===== src/npc_pkg.sv =====
`default_nettype none

package npc_pkg;

    // major opcodes of the supported subset
    localparam logic [6:0] OPC_LUI    = 7'b0110111;
    localparam logic [6:0] OPC_AUIPC  = 7'b0010111;
    localparam logic [6:0] OPC_JAL    = 7'b1101111;
    localparam logic [6:0] OPC_JALR   = 7'b1100111;
    localparam logic [6:0] OPC_OPIMM  = 7'b0010011;
    localparam logic [6:0] OPC_OP     = 7'b0110011;
    localparam logic [6:0] OPC_LOAD   = 7'b0000011;
    localparam logic [6:0] OPC_SYSTEM = 7'b1110011;

    // funct3 for add/addi/jalr and for lw
    localparam logic [2:0] F3_ADD = 3'b000;
    localparam logic [2:0] F3_LW  = 3'b010;

    // the only SYSTEM word that does anything
    localparam logic [31:0] EBREAK_WORD = 32'h0010_0073;

    // operation selected by the decoder, consumed by execute
    typedef enum logic [2:0] {
        EXE_NOP,
        EXE_LUI,
        EXE_AUIPC,
        EXE_JAL,
        EXE_JALR,
        EXE_ADDI,
        EXE_ADD,
        EXE_LW
    } exe_op_t;

endpackage

`default_nettype wire

===== src/npc.sv =====
`timescale 1ns/1ps
`default_nettype none

module npc #(
    parameter logic [31:0] RESET_PC = 32'h8000_0000
) (
    input  logic        clk,
    input  logic        reset,
    output logic [31:0] araddr,
    output logic        arvalid,
    input  logic        arready,
    output logic [2:0]  arprot,
    input  logic [31:0] rdata,
    input  logic [1:0]  rresp,
    input  logic        rvalid,
    output logic        rready,
    output logic        retire_valid,
    output logic [31:0] retire_pc,
    output logic [31:0] retire_inst,
    output logic [4:0]  retire_rd,
    output logic        retire_wen,
    output logic [31:0] retire_wdata,
    output logic        halted,
    output logic        bus_error
);

    logic [31:0]      inst;
    logic [31:0]      pc;
    logic [31:0]      load_data;
    npc_pkg::exe_op_t op;
    logic [31:0]      imm;
    logic [4:0]       rs1;
    logic [4:0]       rs2;
    logic [4:0]       rd;
    logic             reg_wen;
    logic             is_load;
    logic             is_halt;
    logic [31:0]      src1;
    logic [31:0]      src2;
    logic [31:0]      result;
    logic [31:0]      next_pc;
    logic [31:0]      load_addr;
    logic             rf_wen;
    logic [4:0]       rf_waddr;
    logic [31:0]      rf_wdata;

    // unprivileged, secure, data access
    assign arprot = 3'b000;

    npc_bus_ctrl #(
        .RESET_PC (RESET_PC)
    ) bus_ctrl_i (
        .clk          (clk),
        .reset        (reset),
        .araddr       (araddr),
        .arvalid      (arvalid),
        .arready      (arready),
        .rdata        (rdata),
        .rresp        (rresp),
        .rvalid       (rvalid),
        .rready       (rready),
        .is_load      (is_load),
        .is_halt      (is_halt),
        .reg_wen      (reg_wen),
        .rd           (rd),
        .result       (result),
        .next_pc      (next_pc),
        .load_addr    (load_addr),
        .inst         (inst),
        .pc           (pc),
        .load_data    (load_data),
        .rf_wen       (rf_wen),
        .rf_waddr     (rf_waddr),
        .rf_wdata     (rf_wdata),
        .retire_valid (retire_valid),
        .retire_pc    (retire_pc),
        .retire_inst  (retire_inst),
        .retire_rd    (retire_rd),
        .retire_wen   (retire_wen),
        .retire_wdata (retire_wdata),
        .halted       (halted),
        .bus_error    (bus_error)
    );

    npc_decoder decoder_i (
        .inst    (inst),
        .op      (op),
        .imm     (imm),
        .rs1     (rs1),
        .rs2     (rs2),
        .rd      (rd),
        .reg_wen (reg_wen),
        .is_load (is_load),
        .is_halt (is_halt)
    );

    npc_regfile regfile_i (
        .clk    (clk),
        .reset  (reset),
        .raddr1 (rs1),
        .raddr2 (rs2),
        .rdata1 (src1),
        .rdata2 (src2),
        .wen    (rf_wen),
        .waddr  (rf_waddr),
        .wdata  (rf_wdata)
    );

    npc_execute execute_i (
        .op        (op),
        .imm       (imm),
        .src1      (src1),
        .src2      (src2),
        .pc        (pc),
        .load_data (load_data),
        .result    (result),
        .next_pc   (next_pc),
        .load_addr (load_addr)
    );

endmodule

`default_nettype wire


===== src/npc_bus_ctrl.sv =====
`timescale 1ns/1ps
`default_nettype none

module npc_bus_ctrl #(
    parameter logic [31:0] RESET_PC = 32'h8000_0000
) (
    input  logic        clk,
    input  logic        reset,
    output logic [31:0] araddr,
    output logic        arvalid,
    input  logic        arready,
    input  logic [31:0] rdata,
    input  logic [1:0]  rresp,
    input  logic        rvalid,
    output logic        rready,
    input  logic        is_load,
    input  logic        is_halt,
    input  logic        reg_wen,
    input  logic [4:0]  rd,
    input  logic [31:0] result,
    input  logic [31:0] next_pc,
    input  logic [31:0] load_addr,
    output logic [31:0] inst,
    output logic [31:0] pc,
    output logic [31:0] load_data,
    output logic        rf_wen,
    output logic [4:0]  rf_waddr,
    output logic [31:0] rf_wdata,
    output logic        retire_valid,
    output logic [31:0] retire_pc,
    output logic [31:0] retire_inst,
    output logic [4:0]  retire_rd,
    output logic        retire_wen,
    output logic [31:0] retire_wdata,
    output logic        halted,
    output logic        bus_error
);

    typedef enum logic [2:0] {
        FETCH,
        FETCH_WAIT,
        DECODE,
        LOAD,
        LOAD_WAIT,
        RETIRE,
        HALT
    } state_t;

    state_t state;

    // a response is only awaited after the address went out
    assign rready       = (state == FETCH_WAIT) || (state == LOAD_WAIT);
    assign retire_valid = (state == RETIRE);

    assign rf_wen   = retire_valid && reg_wen;
    assign rf_waddr = rd;
    assign rf_wdata = result;

    assign retire_pc    = pc;
    assign retire_inst  = inst;
    assign retire_rd    = rd;
    assign retire_wen   = reg_wen;
    assign retire_wdata = result;

    always_ff @(posedge clk) begin
        if (reset) begin
            state     <= FETCH;
            pc        <= RESET_PC;
            arvalid   <= 1'b0;
            araddr    <= RESET_PC;
            halted    <= 1'b0;
            bus_error <= 1'b0;
        end else begin
            case (state)
                // address phase, arvalid held until accepted
                FETCH, LOAD: begin
                    if (!arvalid) begin
                        arvalid <= 1'b1;
                        araddr  <= (state == FETCH) ? pc : load_addr;
                    end else if (arready) begin
                        arvalid <= 1'b0;
                        state   <= (state == FETCH) ? FETCH_WAIT : LOAD_WAIT;
                    end
                end
                FETCH_WAIT, LOAD_WAIT: begin
                    if (rvalid) begin
                        if (rresp != 2'b00) begin
                            bus_error <= 1'b1;
                            halted    <= 1'b1;
                            state     <= HALT;
                        end else begin
                            state <= (state == FETCH_WAIT) ? DECODE : RETIRE;
                        end
                    end
                end
                DECODE: state <= is_load ? LOAD : RETIRE;
                RETIRE: begin
                    pc <= next_pc;
                    if (is_halt) begin
                        halted <= 1'b1;
                        state  <= HALT;
                    end else begin
                        state <= FETCH;
                    end
                end
                default: state <= HALT;
            endcase
        end
    end

    // payload registers, captured on a good response
    always_ff @(posedge clk) begin
        if (rvalid && rready && (rresp == 2'b00)) begin
            if (state == FETCH_WAIT) begin
                inst <= rdata;
            end else begin
                load_data <= rdata;
            end
        end
    end

endmodule

`default_nettype wire


===== src/npc_execute.sv =====
`timescale 1ns/1ps
`default_nettype none

module npc_execute (
    input  npc_pkg::exe_op_t op,
    input  logic [31:0]      imm,
    input  logic [31:0]      src1,
    input  logic [31:0]      src2,
    input  logic [31:0]      pc,
    input  logic [31:0]      load_data,
    output logic [31:0]      result,
    output logic [31:0]      next_pc,
    output logic [31:0]      load_addr
);

    logic [31:0] seq_pc;
    logic [31:0] pc_imm;
    logic [31:0] src1_imm;

    assign seq_pc   = pc + 32'd4;
    assign pc_imm   = pc + imm;
    assign src1_imm = src1 + imm;

    // word aligned, low two bits dropped
    assign load_addr = {src1_imm[31:2], 2'b00};

    // write-back value
    always_comb begin
        case (op)
            npc_pkg::EXE_LUI:   result = imm;
            npc_pkg::EXE_AUIPC: result = pc_imm;
            npc_pkg::EXE_JAL:   result = seq_pc;
            npc_pkg::EXE_JALR:  result = seq_pc;
            npc_pkg::EXE_ADDI:  result = src1_imm;
            npc_pkg::EXE_ADD:   result = src1 + src2;
            npc_pkg::EXE_LW:    result = load_data;
            default:            result = 32'd0;
        endcase
    end

    // redirect for jumps, otherwise fall through
    always_comb begin
        case (op)
            npc_pkg::EXE_JAL:  next_pc = pc_imm;
            npc_pkg::EXE_JALR: next_pc = {src1_imm[31:1], 1'b0};
            default:           next_pc = seq_pc;
        endcase
    end

endmodule

`default_nettype wire


===== src/npc_regfile.sv =====
`timescale 1ns/1ps
`default_nettype none

module npc_regfile (
    input  logic        clk,
    input  logic        reset,
    input  logic [4:0]  raddr1,
    input  logic [4:0]  raddr2,
    output logic [31:0] rdata1,
    output logic [31:0] rdata2,
    input  logic        wen,
    input  logic [4:0]  waddr,
    input  logic [31:0] wdata
);

    logic [31:0] regs [0:31];

    // x0 reads as zero, entry 0 is never written
    assign rdata1 = (raddr1 == 5'd0) ? 32'd0 : regs[raddr1];
    assign rdata2 = (raddr2 == 5'd0) ? 32'd0 : regs[raddr2];

    // no writes while the core is held in reset
    always_ff @(posedge clk) begin
        if (wen && !reset && (waddr != 5'd0)) begin
            regs[waddr] <= wdata;
        end
    end

endmodule

`default_nettype wire


===== src/npc_decoder.sv =====
`timescale 1ns/1ps
`default_nettype none

module npc_decoder (
    input  logic [31:0]      inst,
    output npc_pkg::exe_op_t op,
    output logic [31:0]      imm,
    output logic [4:0]       rs1,
    output logic [4:0]       rs2,
    output logic [4:0]       rd,
    output logic             reg_wen,
    output logic             is_load,
    output logic             is_halt
);

    logic [6:0]  opcode;
    logic [2:0]  funct3;
    logic [31:0] imm_i;
    logic [31:0] imm_u;
    logic [31:0] imm_j;

    assign opcode = inst[6:0];
    assign funct3 = inst[14:12];
    assign rs1    = inst[19:15];
    assign rs2    = inst[24:20];
    assign rd     = inst[11:7];

    // immediate formats, all sign extended
    assign imm_i = {{20{inst[31]}}, inst[31:20]};
    assign imm_u = {inst[31:12], 12'h000};
    assign imm_j = {{11{inst[31]}}, inst[31], inst[19:12], inst[20], inst[30:21], 1'b0};

    always_comb begin
        op      = npc_pkg::EXE_NOP;
        imm     = imm_i;
        reg_wen = 1'b0;
        is_load = 1'b0;
        is_halt = 1'b0;
        case (opcode)
            npc_pkg::OPC_LUI: begin
                op      = npc_pkg::EXE_LUI;
                imm     = imm_u;
                reg_wen = 1'b1;
            end
            npc_pkg::OPC_AUIPC: begin
                op      = npc_pkg::EXE_AUIPC;
                imm     = imm_u;
                reg_wen = 1'b1;
            end
            npc_pkg::OPC_JAL: begin
                op      = npc_pkg::EXE_JAL;
                imm     = imm_j;
                reg_wen = 1'b1;
            end
            npc_pkg::OPC_JALR: begin
                op      = (funct3 == npc_pkg::F3_ADD) ? npc_pkg::EXE_JALR : npc_pkg::EXE_NOP;
                reg_wen = (funct3 == npc_pkg::F3_ADD);
            end
            npc_pkg::OPC_OPIMM: begin
                op      = (funct3 == npc_pkg::F3_ADD) ? npc_pkg::EXE_ADDI : npc_pkg::EXE_NOP;
                reg_wen = (funct3 == npc_pkg::F3_ADD);
            end
            npc_pkg::OPC_OP: begin
                op      = (funct3 == npc_pkg::F3_ADD) ? npc_pkg::EXE_ADD : npc_pkg::EXE_NOP;
                reg_wen = (funct3 == npc_pkg::F3_ADD);
            end
            npc_pkg::OPC_LOAD: begin
                op      = (funct3 == npc_pkg::F3_LW) ? npc_pkg::EXE_LW : npc_pkg::EXE_NOP;
                reg_wen = (funct3 == npc_pkg::F3_LW);
                is_load = (funct3 == npc_pkg::F3_LW);
            end
            // ebreak only, other system words fall through as no-ops
            npc_pkg::OPC_SYSTEM: is_halt = (inst == npc_pkg::EBREAK_WORD);
            default: op = npc_pkg::EXE_NOP;
        endcase
    end

endmodule

`default_nettype wire


===== config.mk =====
export PLATFORM = sky130hd
export DESIGN_NAME = npc
export DESIGN_NICKNAME = d
export VERILOG_FILES = /design/src/npc_pkg.sv /design/src/npc.sv /design/src/npc_bus_ctrl.sv /design/src/npc_execute.sv /design/src/npc_regfile.sv /design/src/npc_decoder.sv
export SDC_FILE = /design/constraint.sdc
export NUM_CORES = 2
export LEC_CHECK = 0
export BUFFER_PORTS_ARGS = -buffer_cell sky130_fd_sc_hd__buf_2
export CAP_MARGIN = 0
export CORE_UTILIZATION = 50
export CTS_BUF_LIST = sky130_fd_sc_hd__clkbuf_4 sky130_fd_sc_hd__clkbuf_8
export CTS_CLUSTER_DIAMETER = 60
export DETAILED_ROUTE_END_ITERATION = 12
export PLACE_DENSITY = 0.69
export SYNTH_ARGS = -nofsm -noshare
export SYNTH_HDL_FRONTEND = slang
export SYNTH_SLANG_ARGS = --single-unit

===== constraint.sdc =====
create_clock -name clk -period 10.4 [get_ports clk]
set_input_delay 3.12 -clock clk [delete_from_list [all_inputs] [get_ports clk]]
set_output_delay 3.12 -clock clk [all_outputs]
set_load 0.02 [all_outputs]

==> impl_metrics.toml <==
[clock_network]
cts.sinks = 1168
clockBufferDepth = 3
cts_root_buf = "clkbuf_8"
clkTransAtPathRegs_ps = 70
clock_latency_ps = 940
cts_tree = "built"
cts_buffers = 192
cts_hold_buf = 0
cts_htree_levels = 4

[logic_synthesis]
synth-main-ff-cell = "edfxtp_1"
yosysTopAreaCellShare_pct = 55.0
synthTopCellsByArea = "edfxtp_1 (55%), mux4_2 (23%), dfxtp_1 (2.7%)"
ys_async_sr_fraction_pct = 0
synth_area_um2 = 59400
ys_ff_latch = 1168
synth_common_cells = "edfxtp_1 (1088), mux4_2 (607), nand2_1 (225)"
synth_most_common_cell = "edfxtp_1"
syn_inst = 3626
avgSynthCellArea_um2 = 16.4
synth.distinct_cells = 99
ys_warn_count = 0
synth_top_area_cell = "edfxtp_1"
synth_edf_count = 1088
ys_seq_area_share_pct = 57.7

[power]
p_leak_uw = 0.0245
p_int_uw = 8170
p_comb_share_pct = 16.1
pwr-share-seq_pct = 46.3
switching_share_pct = 27.9
power.total_uw = 11300
ir_drop_mv = 0.191
clkPwrFrac_pct = 37.6
powerDensity_nw_per_um2 = 169
p_switching_uw = 3160

[floorplanning]
rows = 126
core_area_um2 = 118000
start_util_pct = 50.4
ios = 180
die_h_um = 347
die_area_um2 = 120000
die_x_um = 347

[routing]
wl_per_cell_um = 33.8
drtAntennaViolNets = 0
dr.pass1.iters = 6
viasPerCell = 6.90
first_iter_violations = 5726
vias = 38900
routed_wirelength_um = 190000
drc = 0

[global_route]
overflow = 0
grt_max_degree = 76
grt_pass1_wl_um = 270000
grt_pass1_vias = 37700
antenna_found_initial = 12
grt_util_all_layers_pct = 31.6

[timing]
fin_crit_ps = 10120
max-slew-margin-rel_pct = 16.3
post-route-period-util_pct = 97.3
worst_slew_pin_slew_ps = 1260
max_freq_mhz = 98.8
final-setup-viol-count = 0
skew_ps = 54.9
timing.setup.tns_ps = 0
hold_ws_ps = 449
rsz0062_at_grt = "false"
slew_viol_final = 0
hold_viol = 0

[place]
dp_hpwl_um = 115000
gp_congestion = 0.983
placed_area_um2 = 62800
io_buffers = 176

[worst_setup_path]
crit_chain = "buf_12 > mux4_2 > mux4_2 > nand2_1 > a21oi_1 > ha_1 > a21o_1 > a21o_1 > a21oi_1 > nand2_1 > a31oi_1 > o21ai_1 > a311oi_2 > buf_4 > nor4_4 > a2111oi_4 > o21ai_0 > xor2_1 > nand2_1 > nand2_1 > buf_2"
worst-path-max-fanout = 21
slowest_stage = "dfxtp_4"
cp.arrival_ps = 7000
end_kind = "output pin"
critical_path_required_ps = 7280
cp-start-kind = "flop"
worst-path-buf-inv = 3
path_class = "flop to output pin"
cpPeakStageDelay_ps = 610
cp_top_family = "compound AO/OA/AOI/OAI gates"
crit_top_cell = "nand2_1"

[final_layout]
fin_area_um2 = 67100
drive_gt1_share_pct = 33.5
fin_nets = 4052
fin_util_pct = 56.9
area_growth_syn_to_layout_pct = 12.9

[flow_run]
drv_cap = 0

[min_path]
min_path_type = "flop to flop"

[outcome]
status = "finished clean"
==> worst paths after layout <==
kind | from | endpoint | slack (ps) | cells past startpoint
worst max register to register | flop | regfile_i.regs[10][30] | 4010 | 20
worst min-delay path | bus_ctrl_i.araddr[12] | bus_ctrl_i.araddr[12] | 450 | 2
worst min register to register | bus_ctrl_i.araddr[12] | bus_ctrl_i.araddr[12] | 450 | 2
worst max-delay path | flop | retire_wdata[21] | 280 | 21
==> final cells by class <==
cell class                 instances  area [um^2]
antenna                            5         12.5
clock buffer                     249         3140
clock inverter                   107          915
fill                            8953        50900
inverter                          65          246
multi-input combinational       2179        24200
sequential                      1168        34300
tap                             1536         1920
timing repair buffer             321         2300
==> metal layers <==
| metal | vias up | global-route usage (%) | routed length (um) |
|---|---|---|---|
| met5 | - | 0 | 13 |
| met4 | 2 | 13.9 | 8760 |
| met3 | 424 | 7.09 | 23300 |
| met2 | 2795 | 46.6 | 84800 |
| met1 | 20100 | 45.2 | 73500 |
| li1 | 15600 | - | - |
==> registers in the layout, summed over array words and instances (netlist names), named ones only <==
| register | cells |
|---|---|
| bus_ctrl_i.load_data | 32 |
| regfile_i.regs | 1024 |
| bus_ctrl_i.arvalid | 1 |
| bus_ctrl_i.state | 3 |
| bus_ctrl_i.inst | 32 |
| bus_ctrl_i.bus_error | 1 |
| bus_ctrl_i.pc | 32 |
| bus_ctrl_i.araddr | 32 |
| bus_ctrl_i.halted | 1 |
==> stage by stage <==
step	setup slack (ps)	std cells
3_5_place_dp	756	5261
4_1_cts	3.02	5623
2_1_floorplan	41.2	3660
5_1_grt	14.7	5628
6_report	282	5630
3_3_place_gp	749	5261
==> logic make-up after synthesis <==
group	synth area share, %
AOI/OAI and AO/OA	6.61
xor gates and xnor gates	1.87
adders and majority gates	1.97
buffers and inverters	2.35
DFF	57.7
muxes	24.5
other	0.00631
and+or+nand+nor	5.04
==> power by group through the flow <==
stage | Clock, uW | Sequential [uW] | Combinational, uW
after floorplan | 0 | 5350 | 1230
after global placement | 0 | 5350 | 1760
after global routing | 4500 | 5260 | 1940
final | 4260 | 5250 | 1830
after detailed placement | 0 | 5360 | 1760
after CTS | 4310 | 5250 | 1780
==> placed cells by master (no fill, tap or decap), types with 24 or more instances in the layout <==
cell type,n
edfxtp_1,1088
a21oi_1,150
conb_1,35
nor2_1,174
buf_2,176
xor2_1,36
clkbuf_4,46
mux4_2,607
o21ai_0,115
clkinv_2,38
clkbuf_8,203
mux2i_1,72
buf_4,122
nand3_1,50
dfxtp_1,70
clkinv_1,39
nand2b_1,27
ha_1,84
a211oi_1,24
nand2_1,225
nor2_4,32
inv_1,61
xnor2_1,86
a22oi_1,34
a21o_1,45
==> timing repair <==
action,CTS,global route
resized for setup,2,9
buffers inserted,6,1
setup endpoints to repair,10,4
gates cloned,0,1
==> tightest hold or removal path, cell delays in order (launching register included) <==
cell and delay, ps:
dfxtp_1 310, nand2_1 50, a21oi_1 50
Power figures use the tool's default switching activity.
